<file path="src/ss_pkg.sv">
`default_nettype none

package ss_pkg;

   // Bus widths
   localparam int unsigned NarrowDataWidth = 32;
   localparam int unsigned WideDataWidth   = 64;
   localparam int unsigned AddrWidth       = 32;
   localparam int unsigned NarrowBeWidth   = NarrowDataWidth / 8;
   localparam int unsigned WideBeWidth     = WideDataWidth / 8;
   localparam int unsigned NumLanes        = WideDataWidth / NarrowDataWidth;

   // Address bit that picks the 32-bit lane of a 64-bit word
   localparam int unsigned LaneSelBit      = $clog2(NarrowBeWidth);

   // Upsizer lane memory
   localparam int unsigned LaneFifoDepth   = 4;
   localparam int unsigned LanePtrWidth    = $clog2(LaneFifoDepth);
   localparam int unsigned LaneCntWidth    = $clog2(LaneFifoDepth + 1);

   // Isolator
   localparam int unsigned MaxPending      = 8;
   localparam int unsigned PendingCntWidth = 4;
   localparam logic [1:0]  IsoNormal       = 2'd0;
   localparam logic [1:0]  IsoDrain        = 2'd1;
   localparam logic [1:0]  IsoActive       = 2'd2;

   // Control input synchronizers
   localparam int unsigned SyncStages      = 3;

   // One outbound data word, seen whole or per lane
   typedef union packed {
      logic [WideDataWidth-1:0]                word;
      logic [NumLanes-1:0][NarrowDataWidth-1:0] lane;
   } wide_data_t;

endpackage

`default_nettype wire

</file>
<file path="src/bus_isolate.sv">
`default_nettype none

module bus_isolate
   import ss_pkg::*;
(
   input  logic                     clk_i,
   input  logic                     rst_i,
   input  logic                     isolate_i,
   // From the upsizer
   input  logic                     w_req_valid_i,
   output logic                     w_req_ready_o,
   input  logic [AddrWidth-1:0]     w_req_addr_i,
   input  logic                     w_req_we_i,
   input  wide_data_t               w_req_wdata_i,
   input  logic [WideBeWidth-1:0]   w_req_be_i,
   output logic                     w_rsp_valid_o,
   input  logic                     w_rsp_ready_i,
   output wide_data_t               w_rsp_rdata_o,
   output logic                     w_rsp_err_o,
   // Outbound
   output logic                     m_req_valid_o,
   input  logic                     m_req_ready_i,
   output logic [AddrWidth-1:0]     m_req_addr_o,
   output logic                     m_req_we_o,
   output logic [WideDataWidth-1:0] m_req_wdata_o,
   output logic [WideBeWidth-1:0]   m_req_be_o,
   input  logic                     m_rsp_valid_i,
   output logic                     m_rsp_ready_o,
   input  logic [WideDataWidth-1:0] m_rsp_rdata_i,
   input  logic                     m_rsp_err_i,
   output logic                     isolated_o
);

   logic [1:0]                 state_q;
   logic [1:0]                 state_d;
   logic [PendingCntWidth-1:0] pending_q;
   logic                       pending_full;
   logic                       m_req_done;
   logic                       m_rsp_done;
   logic                       err_valid_q;
   logic                       err_accept;

   assign pending_full = pending_q == PendingCntWidth'(MaxPending);
   assign m_req_done   = m_req_valid_o && m_req_ready_i;
   assign m_rsp_done   = m_rsp_valid_i && m_rsp_ready_o;
   assign err_accept   = (state_q == IsoActive) && w_req_valid_i && !err_valid_q;

   always_comb begin
      state_d = state_q;
      case (state_q)
         IsoNormal: begin
            if (isolate_i) begin
               state_d = IsoDrain;
            end
         end
         IsoDrain: begin
            if (!isolate_i) begin
               state_d = IsoNormal;
            end else if (pending_q == '0) begin
               state_d = IsoActive;
            end
         end
         IsoActive: begin
            if (!isolate_i) begin
               state_d = IsoNormal;
            end
         end
         default: state_d = IsoNormal;
      endcase
   end

   always_ff @(posedge clk_i) begin
      if (rst_i) begin
         // Matches the isolate synchronizer, which resets high
         state_q     <= IsoActive;
         pending_q   <= '0;
         err_valid_q <= 1'b0;
      end else begin
         state_q <= state_d;
         case ({m_req_done, m_rsp_done})
            2'b10:   pending_q <= pending_q + 1'b1;
            2'b01:   pending_q <= pending_q - 1'b1;
            default: pending_q <= pending_q;
         endcase
         if (err_accept) begin
            err_valid_q <= 1'b1;
         end else if (w_rsp_ready_i) begin
            err_valid_q <= 1'b0;
         end
      end
   end

   // Requests only leave in normal state and below the pending limit
   assign m_req_valid_o = (state_q == IsoNormal) && w_req_valid_i && !pending_full;
   assign m_req_addr_o  = w_req_addr_i;
   assign m_req_we_o    = w_req_we_i;
   assign m_req_wdata_o = w_req_wdata_i.word;
   assign m_req_be_o    = w_req_be_i;

   always_comb begin
      case (state_q)
         IsoNormal: w_req_ready_o = m_req_ready_i && !pending_full;
         IsoActive: w_req_ready_o = !err_valid_q;
         default:   w_req_ready_o = 1'b0;
      endcase
   end

   // A local error response is always older than any outbound one
   assign w_rsp_valid_o      = err_valid_q || m_rsp_valid_i;
   assign m_rsp_ready_o      = !err_valid_q && w_rsp_ready_i;
   assign w_rsp_rdata_o.word = err_valid_q ? '0 : m_rsp_rdata_i;
   assign w_rsp_err_o        = err_valid_q || m_rsp_err_i;

   assign isolated_o = state_q == IsoActive;

endmodule

`default_nettype wire

</file>
<file path="src/bus_upsizer.sv">
`default_nettype none

module bus_upsizer
   import ss_pkg::*;
(
   input  logic                       clk_i,
   input  logic                       rst_i,
   // Core side
   input  logic                       s_req_valid_i,
   output logic                       s_req_ready_o,
   input  logic [AddrWidth-1:0]       s_req_addr_i,
   input  logic                       s_req_we_i,
   input  logic [NarrowDataWidth-1:0] s_req_wdata_i,
   input  logic [NarrowBeWidth-1:0]   s_req_be_i,
   output logic                       s_rsp_valid_o,
   input  logic                       s_rsp_ready_i,
   output logic [NarrowDataWidth-1:0] s_rsp_rdata_o,
   output logic                       s_rsp_err_o,
   // Wide side
   output logic                       w_req_valid_o,
   input  logic                       w_req_ready_i,
   output logic [AddrWidth-1:0]       w_req_addr_o,
   output logic                       w_req_we_o,
   output wide_data_t                 w_req_wdata_o,
   output logic [WideBeWidth-1:0]     w_req_be_o,
   input  logic                       w_rsp_valid_i,
   output logic                       w_rsp_ready_o,
   input  wide_data_t                 w_rsp_rdata_i,
   input  logic                       w_rsp_err_i
);

   logic                     req_valid_q;
   logic [AddrWidth-1:0]     req_addr_q;
   logic                     req_we_q;
   wide_data_t               req_wdata_q;
   logic [WideBeWidth-1:0]   req_be_q;

   wide_data_t               wdata_d;
   logic [WideBeWidth-1:0]   be_d;
   logic                     lane_sel;

   logic [LaneFifoDepth-1:0] lane_mem;
   logic [LanePtrWidth-1:0]  wr_ptr_q;
   logic [LanePtrWidth-1:0]  rd_ptr_q;
   logic [LaneCntWidth-1:0]  lane_cnt_q;
   logic                     lane_full;
   logic                     req_accept;
   logic                     rsp_done;

   assign lane_sel   = s_req_addr_i[LaneSelBit];
   assign lane_full  = lane_cnt_q == LaneCntWidth'(LaneFifoDepth);
   assign s_req_ready_o = (!req_valid_q || w_req_ready_i) && !lane_full;
   assign req_accept = s_req_valid_i && s_req_ready_o;
   assign rsp_done   = s_rsp_valid_o && s_rsp_ready_i;

   // Steer narrow data and byte enables into the addressed half
   always_comb begin
      wdata_d.word           = '0;
      wdata_d.lane[lane_sel] = s_req_wdata_i;
      if (lane_sel) begin
         be_d = {s_req_be_i, {NarrowBeWidth{1'b0}}};
      end else begin
         be_d = {{NarrowBeWidth{1'b0}}, s_req_be_i};
      end
   end

   always_ff @(posedge clk_i) begin
      if (rst_i) begin
         req_valid_q <= 1'b0;
      end else if (req_accept) begin
         req_valid_q <= 1'b1;
      end else if (w_req_ready_i) begin
         req_valid_q <= 1'b0;
      end
   end

   always_ff @(posedge clk_i) begin
      if (req_accept) begin
         req_addr_q  <= s_req_addr_i;
         req_we_q    <= s_req_we_i;
         req_wdata_q <= wdata_d;
         req_be_q    <= be_d;
      end
   end

   assign w_req_valid_o = req_valid_q;
   assign w_req_addr_o  = req_addr_q;
   assign w_req_we_o    = req_we_q;
   assign w_req_wdata_o = req_wdata_q;
   assign w_req_be_o    = req_be_q;

   // Lane of every request still waiting for its response
   always_ff @(posedge clk_i) begin
      if (req_accept) begin
         lane_mem[wr_ptr_q] <= lane_sel;
      end
   end

   always_ff @(posedge clk_i) begin
      if (rst_i) begin
         wr_ptr_q   <= '0;
         rd_ptr_q   <= '0;
         lane_cnt_q <= '0;
      end else begin
         if (req_accept) begin
            wr_ptr_q <= wr_ptr_q + 1'b1;
         end
         if (rsp_done) begin
            rd_ptr_q <= rd_ptr_q + 1'b1;
         end
         case ({req_accept, rsp_done})
            2'b10:   lane_cnt_q <= lane_cnt_q + 1'b1;
            2'b01:   lane_cnt_q <= lane_cnt_q - 1'b1;
            default: lane_cnt_q <= lane_cnt_q;
         endcase
      end
   end

   // Response passes straight through, lane picked by the oldest entry
   assign s_rsp_valid_o = w_rsp_valid_i;
   assign w_rsp_ready_o = s_rsp_ready_i;
   assign s_rsp_rdata_o = w_rsp_rdata_i.lane[lane_mem[rd_ptr_q]];
   assign s_rsp_err_o   = w_rsp_err_i;

endmodule

`default_nettype wire

</file>
<file path="src/ctrl_input_sync.sv">
`default_nettype none

module ctrl_input_sync
   import ss_pkg::*;
(
   input  logic clk_i,
   input  logic rst_i,
   input  logic fetch_en_i,
   input  logic irq_i,
   input  logic isolate_i,
   output logic fetch_en_o,
   output logic irq_o,
   output logic isolate_o
);

   logic [SyncStages-1:0] fetch_en_q;
   logic [SyncStages-1:0] irq_q;
   logic [SyncStages-1:0] isolate_q;

   always_ff @(posedge clk_i) begin
      if (rst_i) begin
         fetch_en_q <= '0;
         irq_q      <= '0;
         // Come out of reset isolated
         isolate_q  <= '1;
      end else begin
         fetch_en_q <= {fetch_en_q[SyncStages-2:0], fetch_en_i};
         irq_q      <= {irq_q[SyncStages-2:0], irq_i};
         isolate_q  <= {isolate_q[SyncStages-2:0], isolate_i};
      end
   end

   assign fetch_en_o = fetch_en_q[SyncStages-1];
   assign irq_o      = irq_q[SyncStages-1];
   assign isolate_o  = isolate_q[SyncStages-1];

endmodule

`default_nettype wire

</file>
<file path="src/secure_ss_top.sv">
`default_nettype none

module secure_ss_top
   import ss_pkg::*;
(
   input  logic                       clk_i,
   input  logic                       rst_i,
   input  logic                       fetch_en_i,
   input  logic                       irq_i,
   input  logic                       axi_isolate_i,
   output logic                       fetch_en_o,
   output logic                       irq_o,
   output logic                       axi_isolated_o,
   // Core side
   input  logic                       s_req_valid_i,
   output logic                       s_req_ready_o,
   input  logic [AddrWidth-1:0]       s_req_addr_i,
   input  logic                       s_req_we_i,
   input  logic [NarrowDataWidth-1:0] s_req_wdata_i,
   input  logic [NarrowBeWidth-1:0]   s_req_be_i,
   output logic                       s_rsp_valid_o,
   input  logic                       s_rsp_ready_i,
   output logic [NarrowDataWidth-1:0] s_rsp_rdata_o,
   output logic                       s_rsp_err_o,
   // Outbound
   output logic                       m_req_valid_o,
   input  logic                       m_req_ready_i,
   output logic [AddrWidth-1:0]       m_req_addr_o,
   output logic                       m_req_we_o,
   output logic [WideDataWidth-1:0]   m_req_wdata_o,
   output logic [WideBeWidth-1:0]     m_req_be_o,
   input  logic                       m_rsp_valid_i,
   output logic                       m_rsp_ready_o,
   input  logic [WideDataWidth-1:0]   m_rsp_rdata_i,
   input  logic                       m_rsp_err_i
);

   logic                   isolate_sync;

   logic                   w_req_valid;
   logic                   w_req_ready;
   logic [AddrWidth-1:0]   w_req_addr;
   logic                   w_req_we;
   wide_data_t             w_req_wdata;
   logic [WideBeWidth-1:0] w_req_be;
   logic                   w_rsp_valid;
   logic                   w_rsp_ready;
   wide_data_t             w_rsp_rdata;
   logic                   w_rsp_err;

   ctrl_input_sync i_ctrl_sync (
      .clk_i      ( clk_i         ),
      .rst_i      ( rst_i         ),
      .fetch_en_i ( fetch_en_i    ),
      .irq_i      ( irq_i         ),
      .isolate_i  ( axi_isolate_i ),
      .fetch_en_o ( fetch_en_o    ),
      .irq_o      ( irq_o         ),
      .isolate_o  ( isolate_sync  )
   );

   bus_upsizer i_upsizer (
      .clk_i         ( clk_i         ),
      .rst_i         ( rst_i         ),
      .s_req_valid_i ( s_req_valid_i ),
      .s_req_ready_o ( s_req_ready_o ),
      .s_req_addr_i  ( s_req_addr_i  ),
      .s_req_we_i    ( s_req_we_i    ),
      .s_req_wdata_i ( s_req_wdata_i ),
      .s_req_be_i    ( s_req_be_i    ),
      .s_rsp_valid_o ( s_rsp_valid_o ),
      .s_rsp_ready_i ( s_rsp_ready_i ),
      .s_rsp_rdata_o ( s_rsp_rdata_o ),
      .s_rsp_err_o   ( s_rsp_err_o   ),
      .w_req_valid_o ( w_req_valid   ),
      .w_req_ready_i ( w_req_ready   ),
      .w_req_addr_o  ( w_req_addr    ),
      .w_req_we_o    ( w_req_we      ),
      .w_req_wdata_o ( w_req_wdata   ),
      .w_req_be_o    ( w_req_be      ),
      .w_rsp_valid_i ( w_rsp_valid   ),
      .w_rsp_ready_o ( w_rsp_ready   ),
      .w_rsp_rdata_i ( w_rsp_rdata   ),
      .w_rsp_err_i   ( w_rsp_err     )
   );

   bus_isolate i_isolate (
      .clk_i         ( clk_i          ),
      .rst_i         ( rst_i          ),
      .isolate_i     ( isolate_sync   ),
      .w_req_valid_i ( w_req_valid    ),
      .w_req_ready_o ( w_req_ready    ),
      .w_req_addr_i  ( w_req_addr     ),
      .w_req_we_i    ( w_req_we       ),
      .w_req_wdata_i ( w_req_wdata    ),
      .w_req_be_i    ( w_req_be       ),
      .w_rsp_valid_o ( w_rsp_valid    ),
      .w_rsp_ready_i ( w_rsp_ready    ),
      .w_rsp_rdata_o ( w_rsp_rdata    ),
      .w_rsp_err_o   ( w_rsp_err      ),
      .m_req_valid_o ( m_req_valid_o  ),
      .m_req_ready_i ( m_req_ready_i  ),
      .m_req_addr_o  ( m_req_addr_o   ),
      .m_req_we_o    ( m_req_we_o     ),
      .m_req_wdata_o ( m_req_wdata_o  ),
      .m_req_be_o    ( m_req_be_o     ),
      .m_rsp_valid_i ( m_rsp_valid_i  ),
      .m_rsp_ready_o ( m_rsp_ready_o  ),
      .m_rsp_rdata_i ( m_rsp_rdata_i  ),
      .m_rsp_err_i   ( m_rsp_err_i    ),
      .isolated_o    ( axi_isolated_o )
   );

endmodule

`default_nettype wire

</file>
<file path="config.mk">
export PLATFORM = sky130hd
export DESIGN_NAME = secure_ss_top
export DESIGN_NICKNAME = d
export VERILOG_FILES = /design/src/ss_pkg.sv /design/src/bus_isolate.sv /design/src/bus_upsizer.sv /design/src/ctrl_input_sync.sv /design/src/secure_ss_top.sv
export SDC_FILE = /design/constraint.sdc
export NUM_CORES = 1
export LEC_CHECK = 0
export ABC_CLOCK_PERIOD_IN_PS = 9100
export BUFFER_PORTS_ARGS = -buffer_cell sky130_fd_sc_hd__buf_2
export CAP_MARGIN = 10
export CORE_AREA = 2 2 113 115
export DETAILED_ROUTE_END_ITERATION = 12
export DIE_AREA = 0 0 115 117
export GPL_ROUTABILITY_DRIVEN = 1
export PLACE_DENSITY = 0.76
export SLEW_MARGIN = 20
export SYNTH_ARGS = -nofsm -noshare
export SYNTH_HDL_FRONTEND = slang
export SYNTH_SLANG_ARGS = --single-unit
</file>
<file path="constraint.sdc">
create_clock -name clk_i -period 9.1 [get_ports clk_i]
set_clock_uncertainty 0.15 [all_clocks]
set_input_delay 0.91 -clock clk_i [delete_from_list [all_inputs] [get_ports clk_i]]
set_output_delay 0.91 -clock clk_i [all_outputs]
set_load 0.05 [all_outputs]
</file>
==> flow_summary.html <==
<table>
<tr><th>Metric</th><th>Value</th></tr>
<tr><th colspan="2">Power</th></tr>
<tr><td>Static leakage power</td><td>3.42 nW</td></tr>
<tr><td>Cell area power density</td><td>253 nW/um^2</td></tr>
<tr><td>Max VDD drop</td><td>approximately 0.00014 V</td></tr>
<tr><th colspan="2">Worst setup path</th></tr>
<tr><td>Nature of the critical path startpoint</td><td>flip-flop</td></tr>
<tr><td>Kind of critical path</td><td>flip-flop to output pin</td></tr>
<tr><td>Worst path cell trace</td><td>mux4_2 -&gt; mux2i_1 -&gt; nor2_1 -&gt; buf_2</td></tr>
<tr><td>Arr. time, crit path</td><td>between 2 and 2.5 ns</td></tr>
<tr><td>Worst-path fanout max</td><td>32</td></tr>
<tr><td>Terminus of the critical flop-to-flop path</td><td>i_upsizer.lane_mem[3]</td></tr>
<tr><td>Worst reg2reg path startpoint</td><td>i_isolate.state_q[1]</td></tr>
<tr><td>Worst Setup End Kind</td><td>output pin</td></tr>
<tr><td>Number of cell instances on the worst register-to-register path</td><td>6</td></tr>
<tr><td>Crit path buffers/inverters</td><td>1</td></tr>
<tr><td>Crit-path slowest cell</td><td>sky130_fd_sc_hd__mux4_2</td></tr>
<tr><td>Required time worst endpoint</td><td>around 8 ns</td></tr>
<tr><td>Largest delay share family, worst path</td><td>multiplexers</td></tr>
<tr><td>Setup slack of the most critical reg-to-reg path</td><td>roughly 6 ns</td></tr>
<tr><td>Max stage delay on crit path</td><td>0.93 ns</td></tr>
<tr><th colspan="2">STA</th></tr>
<tr><td>Count of endpoints failing hold in the final timing report</td><td>0</td></tr>
<tr><td>Maximum clock frequency</td><td>288 MHz</td></tr>
<tr><td>Final period utilization</td><td>0.382</td></tr>
<tr><td>Summed negative setup slack over all endpoints</td><td>0 ns</td></tr>
<tr><td>Post-layout minimum cycle time</td><td>around 3.5 ns</td></tr>
<tr><td>Normalized max-slew margin</td><td>0.374</td></tr>
<tr><td>Number of failing setup endpoints in the final timing report</td><td>0</td></tr>
<tr><td>Max-slew violation total from the final report</td><td>0</td></tr>
<tr><td>Slew at the pin closest to its max-slew limit</td><td>around 0.94 ns</td></tr>
<tr><td>Setup repair after global routing missed its margin</td><td>false</td></tr>
<tr><th colspan="2">Finish</th></tr>
<tr><td>Fraction of layout cells with a size suffix above 1</td><td>0.481</td></tr>
<tr><td>Diode count</td><td>0</td></tr>
<tr><td>Synthesis-to-finish area growth</td><td>39.5%</td></tr>
<tr><td>Filler cell count</td><td>~980</td></tr>
<tr><td>Final #Nets</td><td>about 830</td></tr>
<tr><td>Area taken by flip-flops and latches</td><td>between 3000 and 4000 sq um</td></tr>
<tr><td>Final core utilization</td><td>0.612</td></tr>
<tr><td>Final cell count without fillers</td><td>838</td></tr>
<tr><td>Footprint of the multi-input gates</td><td>between 1500 and 2000 sq um</td></tr>
<tr><th colspan="2">Routing</th></tr>
<tr><td>Count of unresolved DRC violations after routing</td><td>0</td></tr>
<tr><td>1st-iter DRT viols</td><td>around 200</td></tr>
<tr><td>Detailed Route WL</td><td>13300 um</td></tr>
<tr><td>Average wire per standard cell</td><td>~16 um</td></tr>
<tr><td>Routed vias/inst</td><td>roughly 4.7</td></tr>
<tr><td>Count of antenna-violating nets left after detailed routing</td><td>0</td></tr>
<tr><td>Iteration count of the initial detailed-routing pass</td><td>4</td></tr>
<tr><td>Routed vias</td><td>between 3000 and 4000</td></tr>
<tr><th colspan="2">Synthesis</th></tr>
<tr><td>Cell Area, Synth</td><td>about 5400 sq um</td></tr>
<tr><td>Cell taking the most area after synthesis</td><td>sky130_fd_sc_hd__edfxtp_1</td></tr>
<tr><td>Distinct cell type count of the synthesized netlist</td><td>36</td></tr>
<tr><td>Dominant cell by count in the synthesized netlist</td><td>sky130_fd_sc_hd__edfxtp_1</td></tr>
<tr><td>Commonest register cell after synthesis</td><td>sky130_fd_sc_hd__edfxtp_1</td></tr>
<tr><td>Cell types with the highest counts after synthesis</td><td>109 x sky130_fd_sc_hd__edfxtp_1, 47 x sky130_fd_sc_hd__nor2_1, 44 x sky130_fd_sc_hd__nor2b_1</td></tr>
<tr><td>Count of synthesis-stage warnings from yosys</td><td>0</td></tr>
<tr><td>Number of synthesized register bits</td><td>roughly 130</td></tr>
<tr><td>Post-synthesis cell count</td><td>between 300 and 400</td></tr>
<tr><td>Biggest area contributors in the synthesized netlist</td><td>sky130_fd_sc_hd__edfxtp_1 61%, sky130_fd_sc_hd__dfxtp_1 8.9%, sky130_fd_sc_hd__mux2i_1 5.9%, sky130_fd_sc_hd__nor2b_1 5.1%, sky130_fd_sc_hd__and2_1 4.8%</td></tr>
<tr><td>Count of flip-flops with a built-in enable after synthesis</td><td>109</td></tr>
<tr><td>Portion of synthesized cell area occupied by the leading cell type</td><td>0.606</td></tr>
<tr><td>Fraction of synthesis flops using an asynchronous set or reset pin</td><td>0</td></tr>
<tr><td>Share of synthesized area occupied by flip-flops and latches</td><td>0.695</td></tr>
<tr><td>Synthesized net count</td><td>between 500 and 600</td></tr>
<tr><td>Average instance area after synthesis</td><td>14.1 sq um</td></tr>
<tr><th colspan="2">Clock tree</th></tr>
<tr><td>Hold buffer count at CTS</td><td>0</td></tr>
<tr><td>Number of setup buffers added after CTS</td><td>0</td></tr>
<tr><td>TritonCTS Buffers</td><td>17</td></tr>
<tr><td>Clk sinks</td><td>around 130</td></tr>
<tr><td>Post_cts resized</td><td>0</td></tr>
<tr><td>Buffer levels on the longest clock path</td><td>2</td></tr>
<tr><td>Register clock-pin slew on the reported worst setup and hold paths</td><td>roughly 0.060 ns</td></tr>
<tr><td>CTS tree</td><td>yes</td></tr>
<tr><td>H-Tree Depth</td><td>4</td></tr>
<tr><td>Clock tree root driver cell</td><td>sky130_fd_sc_hd__clkbuf_16</td></tr>
<tr><td>Clock latency on the worst-skew pair</td><td>slightly above 0.4 ns</td></tr>
<tr><th colspan="2">Global route</th></tr>
<tr><td>Antenna violations before repair</td><td>0</td></tr>
<tr><td>Residual overflow from global routing</td><td>0</td></tr>
<tr><td>Global routing usage on met2</td><td>0.356</td></tr>
<tr><td>Met3 track demand over resource</td><td>0.0834</td></tr>
<tr><td>Most utilized layer in the global route result</td><td>met2</td></tr>
<tr><td>Met1 GRT Util</td><td>0.182</td></tr>
<tr><td>Maximum number of pins on one net before global-route repair</td><td>78</td></tr>
<tr><td>Total track usage</td><td>0.193</td></tr>
<tr><td>Wire length of the first global-routing pass</td><td>around 19000 um</td></tr>
<tr><td>Number of global-route vias before repair</td><td>between 3000 and 4000</td></tr>
<tr><th colspan="2">Place</th></tr>
<tr><td>Detailed placement HPWL</td><td>~10000 um</td></tr>
<tr><td>Weighted congestion at the end of routability-driven global placement</td><td>0.810</td></tr>
<tr><td>Number of I/O port buffers</td><td>about 290</td></tr>
<tr><td>Cell total after placement</td><td>approximately 800</td></tr>
<tr><th colspan="2">Hold path</th></tr>
<tr><td>Hold Crit Endpoint</td><td>i_ctrl_sync.isolate_q[1]</td></tr>
<tr><td>Worst hold path startpoint</td><td>i_ctrl_sync.isolate_q[0]</td></tr>
<tr><td>Worst Hold Depth</td><td>1</td></tr>
<tr><td>Tightest Hold Check Type</td><td>flip-flop to flip-flop</td></tr>
<tr><th colspan="2">Floorplan</th></tr>
<tr><td>Initial core utilization</td><td>0.439</td></tr>
<tr><td>Standard-cell row count</td><td>just over 40</td></tr>
<tr><td>Core outline area</td><td>~12000 sq um</td></tr>
<tr><td>Chip height</td><td>117 um</td></tr>
<tr><td>Number of ports placed on the die boundary</td><td>288</td></tr>
<tr><td>Die ar.</td><td>roughly 13000 sq um</td></tr>
<tr><td>Die extent in x</td><td>between 100 and 150 um</td></tr>
<tr><th colspan="2">Job</th></tr>
<tr><td>Max-cap viol count</td><td>0</td></tr>
<tr><th colspan="2">Outcome</th></tr>
<tr><td>Status</td><td>completed</td></tr>
</table>
how the worst max path moves through the flow:
| stage | from | endpoint | slack, ns | cells past startpoint |
|---|---|---|---|---|
| 6_report | i_upsizer.rd_ptr_q[0] | s_rsp_rdata_o[6] | 5.62 | 4 |
| 5_1_grt | i_upsizer.rd_ptr_q[0] | s_rsp_rdata_o[8] | 5.53 | 4 |
| 4_1_cts | i_upsizer.rd_ptr_q[0] | s_rsp_rdata_o[6] | 5.60 | 4 |
| 3_5_place_dp | m_req_ready_i | i_upsizer.lane_mem[3] | 5.37 | 7 |
| 3_3_place_gp | m_req_ready_i | i_upsizer.wr_ptr_q[0] | 5.47 | 7 |
| 2_1_floorplan | m_req_ready_i | i_upsizer.lane_cnt_q[2] | 4.62 | 10 |
flip-flops by register name, summed over array words and instances (netlist names):
register and flops:
i_ctrl_sync.fetch_en_q 3, i_ctrl_sync.irq_q 3, i_ctrl_sync.isolate_q 3, i_isolate.err_valid_q 1, i_isolate.pending_q 4, i_isolate.state_q 2
i_upsizer.lane_cnt_q 3, i_upsizer.lane_mem 4, i_upsizer.rd_ptr_q 2, i_upsizer.w_req_addr_o 32, i_upsizer.w_req_be_o 8, i_upsizer.w_req_valid_o 1
i_upsizer.w_req_wdata_o 64, i_upsizer.w_req_we_o 1, i_upsizer.wr_ptr_q 2
logic make-up after synthesis:
group | Yosys count | synth area share
simple gates | 154 | 0.159
buf+inv | 30 | 0.0227
xor+xnor | 6 | 0.00973
fa+ha+maj | 10 | 0.0260
flops | 133 | 0.695
compound gates | 17 | 0.0213
mux | 34 | 0.0656
final cells by class:
type / instances / share of cell area
clock buffers: 18 / 0.0570
inverters: 11 / 0.00548
clock inverters: 14 / 0.0173
repair buffers: 291 / 0.195
flip-flops and latches: 133 / 0.498
multi-input cells: 221 / 0.202
well taps: 150 / 0.0249
per-layer routing:
| layer | wire (um) | vias to the layer above |
|---|---|---|
| met2 | 6990 | 196 |
| met1 | 4580 | 1827 |
| met4 | 361 | 0 |
| met5 | 0 | - |
| met3 | 1390 | 25 |
| li1 | - | 1909 |
power by group:
group / internal (W) / total (W) / switching [W]
registers: 0.000733 / 0.000753 / 0.0000202
logic: 0.000123 / 0.000518 / 0.000395
clock network: 0.000377 / 0.000632 / 0.000255
total: 0.00123 / 0.00190 / 0.000670
per-stage QoR:
stage / hold WS (ns) / setup WS (ns) / cell area, sq um / total power (W)
after floorplan: 0.239 / 4.62 / 5400 / 0.00115
after global placement: 0.243 / 5.47 / 6970 / 0.00127
after detailed placement: 0.247 / 5.37 / 6970 / 0.00129
after CTS: 0.258 / 5.60 / 7530 / 0.00192
after global routing: 0.269 / 5.53 / 7530 / 0.00198
final: 0.259 / 5.62 / 7530 / 0.00190
cells in the final DEF, fill, tap and decap left out, types with 4 or more instances in the layout:
cell	Yosys	layout
sky130_fd_sc_hd__a21oi_1	9	9
sky130_fd_sc_hd__clkbuf_16	0	17
sky130_fd_sc_hd__clkinvlp_4	0	4
sky130_fd_sc_hd__ha_1	8	8
sky130_fd_sc_hd__mux2i_1	32	32
sky130_fd_sc_hd__clkinv_4	0	5
sky130_fd_sc_hd__nor2b_1	44	44
sky130_fd_sc_hd__buf_2	2	287
sky130_fd_sc_hd__xor2_1	5	5
sky130_fd_sc_hd__or2_2	5	5
sky130_fd_sc_hd__buf_4	2	4
sky130_fd_sc_hd__and2_1	41	41
sky130_fd_sc_hd__nor2_1	47	47
sky130_fd_sc_hd__inv_1	11	11
sky130_fd_sc_hd__dfxtp_1	24	24
sky130_fd_sc_hd__edfxtp_1	109	109
Power figures use the tool's default switching activity.
